$ cat src/rob_pkg.sv
package rob_pkg;

  // instruction opcodes seen by the back end
  typedef enum logic [3:0] {
    // rd = imm
    OP_LI    = 4'd0,
    // rd = rs1 op rs2
    OP_ADD   = 4'd1,
    OP_SUB   = 4'd2,
    OP_AND   = 4'd3,
    OP_XOR   = 4'd4,
    // rd = low word of rs1 * rs2
    OP_MUL   = 4'd5,
    // taken when rs1 == rs2, target in imm
    OP_BEQ   = 4'd6,
    // mem[rs1 + imm] = rs2
    OP_STORE = 4'd7
  } opcode_e;

  // reorder buffer depth and tag width
  localparam int ROB_SIZE = 8;
  localparam int TAG_W = 3;

  // architectural register file
  localparam int NUM_REGS = 16;
  localparam int REG_W = 4;

  // data, address and pc width
  localparam int DATA_W = 32;

  // multiplier latency in cycles
  localparam int MUL_STAGES = 3;

endpackage

$ cat src/cdb_arbiter.sv
`timescale 1ns/100ps

module cdb_arbiter (
  input  logic                        clk_in,
  input  logic                        rst_in,
  input  logic                        alu_valid,
  input  logic [rob_pkg::TAG_W-1:0]   alu_tag,
  input  logic [rob_pkg::DATA_W-1:0]  alu_value,
  input  logic                        mul_valid,
  input  logic [rob_pkg::TAG_W-1:0]   mul_tag,
  input  logic [rob_pkg::DATA_W-1:0]  mul_value,
  input  logic                        flush_valid,
  output logic                        alu_stall,
  output logic                        cdb_valid,
  output logic [rob_pkg::TAG_W-1:0]   cdb_tag,
  output logic [rob_pkg::DATA_W-1:0]  cdb_value
);
  import rob_pkg::*;

  // one-entry skid for an alu result that lost to the multiplier
  logic              skid_valid;
  logic [TAG_W-1:0]  skid_tag;
  logic [DATA_W-1:0] skid_value;

  // alu output is not consumed while the skid holds data
  assign alu_stall = skid_valid;

  always_ff @(posedge clk_in) begin
    if (rst_in || flush_valid) begin
      cdb_valid  <= 1'b0;
      skid_valid <= 1'b0;
    end else begin
      cdb_valid <= mul_valid || skid_valid || alu_valid;
      // mul first, then skid, then fresh alu
      if (mul_valid) begin
        cdb_tag   <= mul_tag;
        cdb_value <= mul_value;
      end else if (skid_valid) begin
        cdb_tag   <= skid_tag;
        cdb_value <= skid_value;
      end else begin
        cdb_tag   <= alu_tag;
        cdb_value <= alu_value;
      end
      if (skid_valid) begin
        // drains once the multiplier is idle
        skid_valid <= mul_valid;
      end else if (mul_valid && alu_valid) begin
        skid_valid <= 1'b1;
        skid_tag   <= alu_tag;
        skid_value <= alu_value;
      end
    end
  end

  // a stalled alu result must wait unchanged, the skid cannot take it
  a_alu_held: assert property (@(posedge clk_in) disable iff (rst_in)
    (alu_stall && alu_valid && !flush_valid) |=>
      (alu_valid && $stable(alu_tag) && $stable(alu_value)));

endmodule

$ cat src/exec_stage.sv
`timescale 1ns/100ps

module exec_stage (
  input  logic                        clk_in,
  input  logic                        rst_in,
  input  logic                        issue_valid,
  input  rob_pkg::opcode_e            issue_op,
  input  logic [rob_pkg::TAG_W-1:0]   issue_tag,
  input  logic [rob_pkg::DATA_W-1:0]  issue_a,
  input  logic [rob_pkg::DATA_W-1:0]  issue_b,
  input  logic                        alu_stall,
  input  logic                        flush_valid,
  output logic                        issue_ready,
  output logic                        alu_valid,
  output logic [rob_pkg::TAG_W-1:0]   alu_tag,
  output logic [rob_pkg::DATA_W-1:0]  alu_value,
  output logic                        mul_valid,
  output logic [rob_pkg::TAG_W-1:0]   mul_tag,
  output logic [rob_pkg::DATA_W-1:0]  mul_value
);
  import rob_pkg::*;

  logic              issue_fire;
  logic [DATA_W-1:0] alu_result;

  // multiplier pipeline state
  logic [MUL_STAGES-1:0] mul_v;
  logic [TAG_W-1:0]      mul_t [MUL_STAGES];
  logic [DATA_W-1:0]     mul_p [MUL_STAGES];

  // alu output is held while the arbiter skid is full
  assign issue_ready = !alu_stall;
  assign issue_fire  = issue_valid && issue_ready;

  always_comb begin
    case (issue_op)
      OP_LI:    alu_result = issue_a;
      OP_ADD:   alu_result = issue_a + issue_b;
      OP_SUB:   alu_result = issue_a - issue_b;
      OP_AND:   alu_result = issue_a & issue_b;
      OP_XOR:   alu_result = issue_a ^ issue_b;
      // effective address
      OP_STORE: alu_result = issue_a + issue_b;
      // taken flag in bit 0
      OP_BEQ:   alu_result = {{(DATA_W-1){1'b0}}, issue_a == issue_b};
      default:  alu_result = '0;
    endcase
  end

  // alu output register
  always_ff @(posedge clk_in) begin
    if (rst_in || flush_valid) begin
      alu_valid <= 1'b0;
    end else if (!alu_stall) begin
      alu_valid <= issue_fire && issue_op != OP_MUL;
    end
  end

  always_ff @(posedge clk_in) begin
    if (!alu_stall) begin
      alu_tag   <= issue_tag;
      alu_value <= alu_result;
    end
  end

  // valid shift chain, one bit per stage
  always_ff @(posedge clk_in) begin
    if (rst_in || flush_valid) begin
      mul_v <= '0;
    end else begin
      mul_v <= {mul_v[MUL_STAGES-2:0], issue_fire && issue_op == OP_MUL};
    end
  end

  // product formed in stage 0, then carried with its tag
  always_ff @(posedge clk_in) begin
    mul_t[0] <= issue_tag;
    mul_p[0] <= issue_a * issue_b;
    for (int i = 1; i < MUL_STAGES; i++) begin
      mul_t[i] <= mul_t[i-1];
      mul_p[i] <= mul_p[i-1];
    end
  end

  assign mul_valid = mul_v[MUL_STAGES-1];
  assign mul_tag   = mul_t[MUL_STAGES-1];
  assign mul_value = mul_p[MUL_STAGES-1];

  // rename must not issue while the alu output is held
  a_no_issue_stalled: assert property (@(posedge clk_in) disable iff (rst_in)
    alu_stall |-> !issue_valid);

endmodule

$ cat src/ooo_core_top.sv
`timescale 1ns/100ps

module ooo_core_top (
  input  logic                        clk_in,
  input  logic                        rst_in,
  input  logic                        instr_valid,
  input  rob_pkg::opcode_e            instr_op,
  input  logic [rob_pkg::REG_W-1:0]   instr_rd,
  input  logic [rob_pkg::REG_W-1:0]   instr_rs1,
  input  logic [rob_pkg::REG_W-1:0]   instr_rs2,
  input  logic [rob_pkg::DATA_W-1:0]  instr_imm,
  input  logic                        store_ready,
  output logic                        instr_ready,
  output logic                        commit_valid,
  output logic [rob_pkg::REG_W-1:0]   commit_rd,
  output logic [rob_pkg::DATA_W-1:0]  commit_value,
  output logic                        store_valid,
  output logic [rob_pkg::DATA_W-1:0]  store_addr,
  output logic [rob_pkg::DATA_W-1:0]  store_data,
  output logic                        flush_valid,
  output logic [rob_pkg::DATA_W-1:0]  flush_pc
);
  import rob_pkg::*;

  // rename to rob
  logic              alloc_valid;
  logic              alloc_ready;
  opcode_e           alloc_op;
  logic [REG_W-1:0]  alloc_rd;
  logic [DATA_W-1:0] alloc_data;
  logic [DATA_W-1:0] alloc_imm;
  logic [TAG_W-1:0]  alloc_tag;
  logic [TAG_W-1:0]  lookup_tag1;
  logic [TAG_W-1:0]  lookup_tag2;
  logic [DATA_W-1:0] lookup_value1;
  logic [DATA_W-1:0] lookup_value2;
  logic              lookup_ready1;
  logic              lookup_ready2;
  logic [TAG_W-1:0]  commit_tag;

  // rename to execute
  logic              issue_valid;
  logic              issue_ready;
  opcode_e           issue_op;
  logic [TAG_W-1:0]  issue_tag;
  logic [DATA_W-1:0] issue_a;
  logic [DATA_W-1:0] issue_b;

  // execute to arbiter
  logic              alu_valid;
  logic [TAG_W-1:0]  alu_tag;
  logic [DATA_W-1:0] alu_value;
  logic              mul_valid;
  logic [TAG_W-1:0]  mul_tag;
  logic [DATA_W-1:0] mul_value;
  logic              alu_stall;

  // common data bus
  logic              cdb_valid;
  logic [TAG_W-1:0]  cdb_tag;
  logic [DATA_W-1:0] cdb_value;

  rename_stage u_rename (.*);

  exec_stage u_exec (.*);

  cdb_arbiter u_arb (.*);

  reorder_buffer u_rob (.*);

endmodule

$ cat src/rename_stage.sv
`timescale 1ns/100ps

module rename_stage (
  input  logic                        clk_in,
  input  logic                        rst_in,
  input  logic                        instr_valid,
  input  rob_pkg::opcode_e            instr_op,
  input  logic [rob_pkg::REG_W-1:0]   instr_rd,
  input  logic [rob_pkg::REG_W-1:0]   instr_rs1,
  input  logic [rob_pkg::REG_W-1:0]   instr_rs2,
  input  logic [rob_pkg::DATA_W-1:0]  instr_imm,
  input  logic                        alloc_ready,
  input  logic [rob_pkg::TAG_W-1:0]   alloc_tag,
  input  logic [rob_pkg::DATA_W-1:0]  lookup_value1,
  input  logic                        lookup_ready1,
  input  logic [rob_pkg::DATA_W-1:0]  lookup_value2,
  input  logic                        lookup_ready2,
  input  logic                        issue_ready,
  input  logic                        cdb_valid,
  input  logic [rob_pkg::TAG_W-1:0]   cdb_tag,
  input  logic [rob_pkg::DATA_W-1:0]  cdb_value,
  input  logic                        commit_valid,
  input  logic [rob_pkg::REG_W-1:0]   commit_rd,
  input  logic [rob_pkg::DATA_W-1:0]  commit_value,
  input  logic [rob_pkg::TAG_W-1:0]   commit_tag,
  input  logic                        flush_valid,
  output logic                        instr_ready,
  output logic                        alloc_valid,
  output rob_pkg::opcode_e            alloc_op,
  output logic [rob_pkg::REG_W-1:0]   alloc_rd,
  output logic [rob_pkg::DATA_W-1:0]  alloc_data,
  output logic [rob_pkg::DATA_W-1:0]  alloc_imm,
  output logic [rob_pkg::TAG_W-1:0]   lookup_tag1,
  output logic [rob_pkg::TAG_W-1:0]   lookup_tag2,
  output logic                        issue_valid,
  output rob_pkg::opcode_e            issue_op,
  output logic [rob_pkg::TAG_W-1:0]   issue_tag,
  output logic [rob_pkg::DATA_W-1:0]  issue_a,
  output logic [rob_pkg::DATA_W-1:0]  issue_b
);
  import rob_pkg::*;

  // architectural registers and alias table
  logic [DATA_W-1:0]   arf [NUM_REGS];
  logic [NUM_REGS-1:0] alias_valid;
  logic [TAG_W-1:0]    alias_tag [NUM_REGS];

  // {ready, value} per source operand
  logic [DATA_W:0] op1_res;
  logic [DATA_W:0] op2_res;
  logic            ops_ready;
  logic            writes_rd;
  logic            fire;
  // some live alias still names the free rob slot
  logic            tag_aliased;

  // operand priority: r0, register file, cdb bypass, rob lookup
  function automatic logic [DATA_W:0] resolve(input logic [REG_W-1:0] idx,
                                              input logic [DATA_W-1:0] rob_val,
                                              input logic rob_rdy);
    if (idx == '0) begin
      return {1'b1, {DATA_W{1'b0}}};
    end else if (!alias_valid[idx]) begin
      return {1'b1, arf[idx]};
    end else if (cdb_valid && cdb_tag == alias_tag[idx]) begin
      return {1'b1, cdb_value};
    end
    return {rob_rdy, rob_val};
  endfunction

  // rob answers combinationally for the aliased tags
  assign lookup_tag1 = alias_tag[instr_rs1];
  assign lookup_tag2 = alias_tag[instr_rs2];

  always_comb begin
    op1_res = resolve(instr_rs1, lookup_value1, lookup_ready1);
    op2_res = resolve(instr_rs2, lookup_value2, lookup_ready2);
    // li has no register sources
    ops_ready = (instr_op == OP_LI) || (op1_res[DATA_W] && op2_res[DATA_W]);
    writes_rd = !(instr_op inside {OP_BEQ, OP_STORE});
  end

  always_comb begin
    tag_aliased = 1'b0;
    for (int i = 1; i < NUM_REGS; i++) begin
      if (alias_valid[i] && alias_tag[i] == alloc_tag) begin
        tag_aliased = 1'b1;
      end
    end
  end

  // dispatch needs operands, a free rob slot and a free alu
  assign fire = instr_valid && ops_ready && alloc_ready && issue_ready && !flush_valid;
  assign instr_ready = fire;

  assign alloc_valid = fire;
  assign alloc_op    = instr_op;
  assign alloc_rd    = instr_rd;
  // store data is rs2
  assign alloc_data  = op2_res[DATA_W-1:0];
  assign alloc_imm   = instr_imm;

  assign issue_valid = fire;
  assign issue_op    = instr_op;
  assign issue_tag   = alloc_tag;
  assign issue_a     = (instr_op == OP_LI) ? instr_imm : op1_res[DATA_W-1:0];
  // stores compute rs1 + imm in the alu
  assign issue_b     = (instr_op == OP_STORE) ? instr_imm : op2_res[DATA_W-1:0];

  always_ff @(posedge clk_in) begin
    if (rst_in) begin
      for (int i = 0; i < NUM_REGS; i++) begin
        arf[i] <= '0;
      end
      alias_valid <= '0;
    end else begin
      // r0 stays zero
      if (commit_valid && commit_rd != '0) begin
        arf[commit_rd] <= commit_value;
      end
      if (flush_valid) begin
        alias_valid <= '0;
      end else begin
        // release alias only if no younger writer took it
        if (commit_valid && alias_tag[commit_rd] == commit_tag) begin
          alias_valid[commit_rd] <= 1'b0;
        end
        // new writer wins over a same-cycle release
        if (fire && writes_rd && instr_rd != '0) begin
          alias_valid[instr_rd] <= 1'b1;
          alias_tag[instr_rd]   <= alloc_tag;
        end
      end
    end
  end

  // a committed entry must have released its alias before its slot is reused
  a_free_tag_unaliased: assert property (@(posedge clk_in) disable iff (rst_in)
    fire |-> !tag_aliased);

endmodule

$ cat src/reorder_buffer.sv
`timescale 1ns/100ps

module reorder_buffer (
  input  logic                        clk_in,
  input  logic                        rst_in,
  input  logic                        alloc_valid,
  input  rob_pkg::opcode_e            alloc_op,
  input  logic [rob_pkg::REG_W-1:0]   alloc_rd,
  input  logic [rob_pkg::DATA_W-1:0]  alloc_data,
  input  logic [rob_pkg::DATA_W-1:0]  alloc_imm,
  input  logic [rob_pkg::TAG_W-1:0]   lookup_tag1,
  input  logic [rob_pkg::TAG_W-1:0]   lookup_tag2,
  input  logic                        cdb_valid,
  input  logic [rob_pkg::TAG_W-1:0]   cdb_tag,
  input  logic [rob_pkg::DATA_W-1:0]  cdb_value,
  input  logic                        store_ready,
  output logic                        alloc_ready,
  output logic [rob_pkg::TAG_W-1:0]   alloc_tag,
  output logic [rob_pkg::DATA_W-1:0]  lookup_value1,
  output logic                        lookup_ready1,
  output logic [rob_pkg::DATA_W-1:0]  lookup_value2,
  output logic                        lookup_ready2,
  output logic                        commit_valid,
  output logic [rob_pkg::REG_W-1:0]   commit_rd,
  output logic [rob_pkg::DATA_W-1:0]  commit_value,
  output logic [rob_pkg::TAG_W-1:0]   commit_tag,
  output logic                        store_valid,
  output logic [rob_pkg::DATA_W-1:0]  store_addr,
  output logic [rob_pkg::DATA_W-1:0]  store_data,
  output logic                        flush_valid,
  output logic [rob_pkg::DATA_W-1:0]  flush_pc
);
  import rob_pkg::*;

  // extra msb separates full from empty
  logic [TAG_W:0] head;
  logic [TAG_W:0] tail;
  logic [TAG_W:0] count;
  logic           full;
  logic           empty;

  // entry storage
  opcode_e           op_q   [ROB_SIZE];
  logic [REG_W-1:0]  rd_q   [ROB_SIZE];
  logic [DATA_W-1:0] value_q[ROB_SIZE];
  logic [DATA_W-1:0] data_q [ROB_SIZE];
  logic [DATA_W-1:0] imm_q  [ROB_SIZE];
  logic [ROB_SIZE-1:0] done_q;

  // head decode
  logic [TAG_W-1:0] h;
  logic             head_done;
  opcode_e          head_op;
  logic             head_branch;
  logic             retire;

  // cdb tag offset from head, for the range check
  logic [TAG_W-1:0] cdb_off;

  assign count = tail - head;
  assign full  = count == ROB_SIZE;
  assign empty = count == '0;

  assign alloc_ready = !full;
  assign alloc_tag   = tail[TAG_W-1:0];

  // operand lookup for rename
  assign lookup_value1 = value_q[lookup_tag1];
  assign lookup_ready1 = done_q[lookup_tag1];
  assign lookup_value2 = value_q[lookup_tag2];
  assign lookup_ready2 = done_q[lookup_tag2];

  assign h         = head[TAG_W-1:0];
  assign head_done = !empty && done_q[h];
  assign head_op   = op_q[h];

  // arithmetic results go back to the register file
  assign commit_valid = head_done && (head_op inside {OP_LI, OP_ADD, OP_SUB, OP_AND,
                                                      OP_XOR, OP_MUL});
  assign commit_rd    = rd_q[h];
  assign commit_value = value_q[h];
  assign commit_tag   = h;

  // store waits at the head for the memory side
  assign store_valid = head_done && head_op == OP_STORE;
  assign store_addr  = value_q[h];
  assign store_data  = data_q[h];

  // predicted not taken, so only a taken branch redirects
  assign head_branch = head_done && head_op == OP_BEQ;
  assign flush_valid = head_branch && value_q[h][0];
  assign flush_pc    = imm_q[h];

  assign retire = commit_valid || (store_valid && store_ready) ||
                  (head_branch && !value_q[h][0]);

  assign cdb_off = cdb_tag - h;

  always_ff @(posedge clk_in) begin
    if (rst_in || flush_valid) begin
      head   <= '0;
      tail   <= '0;
      done_q <= '0;
    end else begin
      if (alloc_valid && !full) begin
        done_q[alloc_tag] <= 1'b0;
        tail <= tail + 1'b1;
      end
      if (cdb_valid) begin
        done_q[cdb_tag] <= 1'b1;
      end
      if (retire) begin
        head <= head + 1'b1;
      end
    end
  end

  // payload fields carry no reset
  always_ff @(posedge clk_in) begin
    if (alloc_valid && !full) begin
      op_q[alloc_tag]   <= alloc_op;
      rd_q[alloc_tag]   <= alloc_rd;
      data_q[alloc_tag] <= alloc_data;
      imm_q[alloc_tag]  <= alloc_imm;
    end
    if (cdb_valid) begin
      value_q[cdb_tag] <= cdb_value;
    end
  end

  // rename must never push into a full buffer
  a_no_alloc_full: assert property (@(posedge clk_in) disable iff (rst_in)
    alloc_valid |-> !full);

  // results only land on live entries
  a_cdb_in_range: assert property (@(posedge clk_in) disable iff (rst_in)
    cdb_valid |-> ({1'b0, cdb_off} < count));

endmodule

$ cat config.mk
export PLATFORM = sky130hd
export DESIGN_NAME = ooo_core_top
export DESIGN_NICKNAME = d
export VERILOG_FILES = /design/src/rob_pkg.sv /design/src/cdb_arbiter.sv /design/src/exec_stage.sv /design/src/ooo_core_top.sv /design/src/rename_stage.sv /design/src/reorder_buffer.sv
export SDC_FILE = /design/constraint.sdc
export NUM_CORES = 2
export LEC_CHECK = 0
export BUFFER_PORTS_ARGS = -buffer_cell sky130_fd_sc_hd__buf_4
export CORE_ASPECT_RATIO = 0.6
export CORE_MARGIN = 8
export CORE_UTILIZATION = 45
export CTS_BUF_LIST = sky130_fd_sc_hd__clkbuf_16
export DETAILED_ROUTE_END_ITERATION = 16
export GPL_ROUTABILITY_DRIVEN = 1
export PLACE_DENSITY = 0.65
export SYNTH_ARGS = -nofsm -noshare
export SYNTH_HDL_FRONTEND = slang
export SYNTH_HIERARCHICAL = 1
export SYNTH_SLANG_ARGS = --single-unit
$ cat constraint.sdc
create_clock -name clk_in -period 36.8 [get_ports clk_in]
set_input_delay 7.36 -clock clk_in [delete_from_list [all_inputs] [get_ports clk_in]]
set_output_delay 7.36 -clock clk_in [all_outputs]
set_load 0.02 [all_outputs]
## Word-level counts from Yosys, hierarchy flattened

Memories as Yosys holds them, arrays and structs flattened. A register that Yosys moved wholly into a read port is not among the register bits.
Cells that the tools add are included.

| word-level totals | value |
|---|---|
| flip-flop bits (word level) | 143 |
| memories kept | 9 |
| output and inout port bits | 136 |
| input port bits | 52 |
| memory bits (writable) | 1497 |
| word-level logic and storage cells | 198 |

Memories:

| memory | words | width | read ports | clocked after Yosys merged registers in | write ports | line | RTL |
|---|---|---|---|---|---|---|---|
| u_rename.arf | 16 | 32 | 2 | 0 | 16 | rename_stage.sv:44 | `logic [DATA_W-1:0] arf [NUM_REGS];` |
| u_rob.data_q | 8 | 32 | 1 | 1 | 1 | reorder_buffer.sv:46 | `logic [DATA_W-1:0] data_q [ROB_SIZE];` |
| u_rob.imm_q | 8 | 32 | 1 | 1 | 1 | reorder_buffer.sv:47 | `logic [DATA_W-1:0] imm_q [ROB_SIZE];` |
| u_rob.value_q | 8 | 32 | 3 | 1 | 1 | reorder_buffer.sv:45 | `logic [DATA_W-1:0] value_q[ROB_SIZE];` |
| u_exec.mul_p | 3 | 32 | 3 | 0 | 3 | exec_stage.sv:29 | `logic [DATA_W-1:0] mul_p [MUL_STAGES];` |
| u_rename.alias_tag | 16 | 3 | 3 | 0 | 1 | rename_stage.sv:46 | `logic [TAG_W-1:0] alias_tag [NUM_REGS];` |
| +3 memories | - | - | - | - | - | - |  |

| cells by class | value |
|---|---|
| multipliers | 1 |
| reductions and logical operators | 52 |
| eq/ne operators | 20 |
| multiplexer cells | 74 |
| bitwise logic cells | 10 |
| add/subtract/negate cells | 5 |
| order comparisons | 13 |

Operators by type and width:

| cell | count |
|---|---|
| $mux W33 | 8 |
| $pmux W32 S6 | 1 |
| $mux W32 | 5 |
| $mux W16 | 4 |
| $mux W3 | 12 |
| $add A32 B32 Y32 | 1 |
| $and A32 B32 Y32 | 1 |
| $eq A32 B32 Y1 | 1 |
| $eq A4 B3 Y1 const B | 8 |
| $mul A32 B32 Y32 | 1 |
| $reduce_or A32 Y1 | 1 |
| $sub A32 B32 Y32 | 1 |
| $xor A32 B32 Y32 | 1 |
| $mux W1 | 31 |
| $logic_and A1 B1 Y1 | 27 |
| $mux W8 | 3 |
| $logic_not A4 Y1 | 5 |
| $lt A3 B4 Y1 const B | 5 |
| $lt A4 B5 Y1 const B | 4 |
| $and A16 B16 Y16 | 1 |
| $eq A4 B2 Y1 const B | 4 |
| $not A16 Y16 | 1 |
| $or A16 B16 Y16 | 1 |
| $bmux W1 S3 | 3 |
| 23 further kinds | 45 |

## Logic depth before layout (Yosys ltp)

An unclocked memory read counts as a cell.

| logic depth | value |
|---|---|
| word-level depth | 19 |
| depth in mapped cells | 39 |
| gate-level depth less buffers | 32 |

## Cells and area by module

The synthesis kept the hierarchy.

By module, submodules not included:

| module | seq. area each (µm²) | instances | area each (µm²) | cells an instance |
|---|---|---|---|---|
| reorder_buffer | 25364.3 | 1 | 36357.4 | 1626 |
| rename_stage | 17136.4 | 1 | 32822.7 | 2090 |
| exec_stage | 3233.1 | 1 | 23312.4 | 2563 |
| cdb_arbiter | 2142.1 | 1 | 2915.3 | 193 |

## Least setup slack after synthesis

OpenSTA, ideal clock, no wires.

| timing path | value |
|---|---|
| path kind | in2out |
| start | input port instr_rs1[0] (netlist bit) |
| end | output port instr_ready |
| cell stages on the path | 14 |
| setup slack | 18.503 ns |
| buffers on the path | 8 |
| data arrival time | 10.937 ns |
| required time | 29.440 ns |
| cells stage by stage | buf_2 > buf_2 > clkbuf_1 > buf_1 > mux2i_1 > clkbuf_1 > buf_1 > mux4_2 > mux2_2 > nor2_1 > a31o_2 > clkbuf_1 > inv_1 > buf_4 |

| between the ends | value |
|---|---|
| elaborated cells between the ends (all ways) | 20 |
| classes of those cells | eq/ne: 1; mux: 10; reduce/logical: 8; memory: 1 |

RTL lines:

| what | line | RTL |
|---|---|---|
| from (decl) | ooo_core_top.sv:9 | `input logic [rob_pkg::REG_W-1:0] instr_rs1,` |
| $mem_v2 Z16 W3 | - |  |
| via lookup_tag1[1] | ooo_core_top.sv:33 | `logic [TAG_W-1:0] lookup_tag1;` |
| $bmux W1 S3 | reorder_buffer.sv:69 | `assign lookup_ready1 = done_q[lookup_tag1];` |
| $mux W1 (not written as such) | reorder_buffer.sv:69 |  |
| via lookup_ready1 | ooo_core_top.sv:37 | `logic lookup_ready1;` |
| $mux W33 | rename_stage.sv:68 | `return {rob_rdy, rob_val};` |
| $logic_and A1 B1 Y1 | rename_stage.sv:79 | `ops_ready = (instr_op == OP_LI) \|\| (op1_res[DATA_W] && op2_res[DATA_W]);` |
| $logic_or A1 B1 Y1 | rename_stage.sv:79 |  |
| $logic_and A1 B1 Y1 (4 in series) | rename_stage.sv:93 | `assign fire = instr_valid && ops_ready && alloc_ready && issue_ready && !flush_valid;` |
| to (decl) | ooo_core_top.sv:13 | `output logic instr_ready,` |

The timed path passes the listed nets, and every way through them passes these cells. The select of a mux whose other input is x is not followed.

## Worst setup path after layout

| timing path | value |
|---|---|
| start | input port instr_rs2[1] (netlist bit) |
| end | output port instr_ready |

| between the ends | value |
|---|---|
| word-level cells in the longest chain between the ends | 13 |
| elaborated cells between the ends (all ways) | 20 |
| classes of those cells | eq/ne: 1; mux: 10; reduce/logical: 8; memory: 1 |

RTL lines:

| what | line | RTL |
|---|---|---|
| from (decl) | ooo_core_top.sv:10 | `input logic [rob_pkg::REG_W-1:0] instr_rs2,` |
| $mem_v2 Z16 W3 | - |  |
| $eq A3 B3 Y1 | rename_stage.sv:65 | `end else if (cdb_valid && cdb_tag == alias_tag[idx]) begin` |
| $logic_and A1 B1 Y1 | rename_stage.sv:65 |  |
| $mux W1 | rename_stage.sv:65 |  |
| $mux W1 | rename_stage.sv:63 | `end else if (!alias_valid[idx]) begin` |
| $mux W1 | rename_stage.sv:61 | `if (idx == '0) begin` |
| $mux W33 * | rename_stage.sv:68 |  |
| $logic_and A1 B1 Y1 * | rename_stage.sv:79 |  |
| $logic_or A1 B1 Y1 * | rename_stage.sv:79 |  |
| $logic_and A1 B1 Y1 * (4 in series) | rename_stage.sv:93 |  |

Mark *: on every way between the ends. The rest lies on a longest branch, timed or not. The select of a mux whose other input is x is not followed.

==> impl_metrics.yaml <==
status:
  status: "completed"
cts:
  cts_hold_buf: 0
  post_cts_buffers: 0
  cts.repair.resized: 0
  tritoncts: "done"
  clkTransAtPathRegs_ns: 0.06
  cts_buffers: 164
  clockBufferDepth: 4
  clock_latency_ns: 0.86
  cts_sinks: 1643
  cts_root_buf: "clkbuf_16"
  htree_num_levels: 4
synthesis:
  synth-seq-area-share_pct: 50.2
  synth.top_cell.area_share_pct: 47.1
  syn_area_um2: 95400
  synth_top_family_by_area: "multiplexers"
  avgSynthCellArea_um2: 14.7
  netlist_instances: 6472
  synth.largest_area_cell: "edfxtp_1"
  synth_ff_type: "edfxtp_1"
  synth.area.top_cells: "edfxtp_1 47%, mux4_2 17%, fa_1 8.6%, and2_1 5.0%, dfxtp_1 3.1%"
  synthSimpleGateAreaFrac_pct: 8.34
  synth_xor_xnor_area_share_pct: 0.918
  yosysWarnings: 6
  synth_mux_area_share_pct: 20.3
  synth_compound_area_share_pct: 4.42
  synth_edf_count: 1497
  synth-seq-cells: 1643
  synth_fa_ha_area_share_pct: 11.1
  ys_types: 92
  synthArstFlopShare_pct: 0
route:
  vias_per_cell: 6.27
  dr.pass1.iters: 8
  drc: 0
  drt_wl_total_um: 298000
  wl_per_cell_um: 31.7
  vias: 58979
  detail-route-antenna-nets: 0
  drtIter0Drc: 8357
power_and_ir_drop:
  ir_worst_vdd_uv: 358
  p_per_area_nw_per_um2: 84.3
  power_leakage_nw: 37.6
min_path:
  hp-class: "reg2reg"
  hold_depth: 0
final_layout:
  final_common_cell: "edfxtp_1"
  syn2layout_area_growth_pct: 9.29
  layout_common_cells: "1497 x edfxtp_1, 760 x and2_1, 703 x mux4_2"
  finalNetCount: 7074
  drive_gt1_share_pct: 23.6
  n_fill_cell: 17632
  fin_util_pct: 49.3
worst_setup_path:
  arrival_ns: 11.94
  reg2reg_depth: 31
  worstSetupPathType: "in2out"
  path_buf_inv: 4
  cp-end-kind: "output pin"
  max_stage_delay_ns: 0.91
  cp_max_fo: 48
  critPathLaunchType: "input pin"
  path_cells: "buf_6, buf_4, mux4_2, a22o_1, o21a_1, o2111ai_4, a31o_1, a31o_2, inv_1, buf_4"
  cp_top_family: "compound AO/OA/AOI/OAI gates"
  critPathSlowestCell: "o2111ai_4"
  cpMostUsedCell: "buf_4"
  cp.depth: 10
  cp.required_ns: 29.44
sta:
  setup_viol: 0
  fmax_mhz: 51.8
  hold_viol: 0
  rsz0062_at_grt: "no"
  fin_skew_ns: 0.103
  maxSlewHeadroom_pct: 7.15
  tightest_slew_ns: 1.38
  period_needed_ns: 19.30
  slew_viol_final: 0
  finalSetupTns_ns: 0
  post-route-period-util_pct: 52.4
place:
  port_buffers: 187
  hpwl_um: 201000
  gp_congestion: 0.960
die:
  ioPinCount: 188
  die-height_um: 373
  dieArea_um2: 227000
  die_w_um: 610
  core_area_um2: 212000
  placementRows: 131
  initial_core_util_pct: 45.1
global_routing:
  grt_max_degree: 125
  grt-ovfl-total: 0
  grt_pass1_wl_um: 428000
  antenna_found_initial: 17
  grt_pass1_vias: 58596
  grt_util_all_layers_pct: 25.7
run:
  maxCapViolCount: 0
[synth_stat cells, types with 16 or more instances]
cell type	instances
a21o_1	55
a21oi_1	114
a221o_1	40
a221oi_1	40
a22oi_1	27
and2_1	760
buf_1	61
buf_2	68
buf_4	125
clkbuf_1	318
dfxtp_1	146
edfxtp_1	1497
fa_1	410
ha_1	191
inv_1	468
mux2_2	198
mux2i_1	112
mux4_2	704
nand2_1	329
nand2b_1	23
nand3_1	34
nor2_1	131
nor2b_1	26
nor3_1	77
o211ai_1	23
o21ai_0	74
o21ai_1	33
o21bai_1	18
o31ai_1	16
or2_2	20
xnor2_1	79
xor2_1	21
[routing by layer]
layer | up-vias | global-route usage, % | wire, µm
li1 | 23843 | - | -
met1 | 30660 | 38.9 | 126000
met2 | 3962 | 35.0 | 121000
met3 | 508 | 8.37 | 41300
met4 | 6 | 7.40 | 9530
met5 | - | 0 | 34
[worst paths after layout]
kind / from / end / slack, ns
max reg2reg: u_rename/alias_tag[4][0]$_DFFE_PP_ / u_exec/mul_p[0][31]$_DFF_P_ / 24.89
min reg2reg: u_exec/mul_p[0][62]$_DFF_P_ / u_exec/mul_p[0][94]$_DFF_P_ / 0.30
min: u_exec/mul_p[0][62]$_DFF_P_ / u_exec/mul_p[0][94]$_DFF_P_ / 0.30
max: instr_rs2[1] / instr_ready / 17.50
[flip-flops by register name, indices dropped and copies added, names as in the netlist, 4 cells and up, named ones only]
signal and cells:
u_rob/data_q 256, u_rob/tail 4, u_rob/value_q 256, u_rob/imm_q 256, u_rename/arf 512, u_exec/alu_value 32
u_rob/head 4, u_exec/mul_t 9, u_rename/alias_tag 48, u_rob/done_q 8, u_arb/cdb_value 32, u_arb/skid_value 32
u_rename/alias_valid 16, u_rob/rd_q 32, u_exec/mul_p 96, u_rob/op_q 32
[through the flow]
| step | worst slack, ns | hold slack, ns | instance area [µm²] | total power [mW] | cells |
|---|---|---|---|---|---|
| 3_3_place_gp | 17.47 | 0.311 | 99000 | 6.88 | 9114 |
| 6_report | 17.50 | 0.297 | 104000 | 8.79 | 9412 |
| 2_1_floorplan | 18.50 | 0.310 | 95500 | 5.54 | 6506 |
| 3_5_place_dp | 17.40 | 0.312 | 99000 | 6.95 | 9114 |
| 4_1_cts | 17.55 | 0.292 | 104000 | 8.70 | 9399 |
| 5_1_grt | 17.35 | 0.293 | 104000 | 9.27 | 9400 |
[report_power, final]
part           total, mW  leakage [nW]  internal (mW)  switching, mW
Clock               1.68          2.64          0.938          0.742
Sequential          2.35          15.6           2.27         0.0840
Combinational       4.76          19.3           1.93           2.83
Total               8.79          37.6           5.13           3.66
[cell type report]
type	instances	area, µm²	area share, %
antenna	13	32.5	0.0312
timing repair buffer	328	2520	2.42
sequential	1643	47900	45.9
clock inverter	120	1060	1.02
multi-input combinational	3815	43300	41.5
inverter	469	1760	1.69
tap	2859	3580	3.43
clock buffer	165	4130	3.96
[cell families (layout without fill, tap and decap cells)]
logic type               Yosys count  count (layout)
flip-flops                      1643            1643
AND/OR/NAND/NOR                 1472            1472
buffers and inverters           1048            1082
multiplexers                    1020            1020
adder cells (fa/ha/maj)          601             601
AO/OA/AOI/OAI                    587             587
XOR/XNOR                         100             100
other                              1              48
Power figures use the tool's default switching activity.
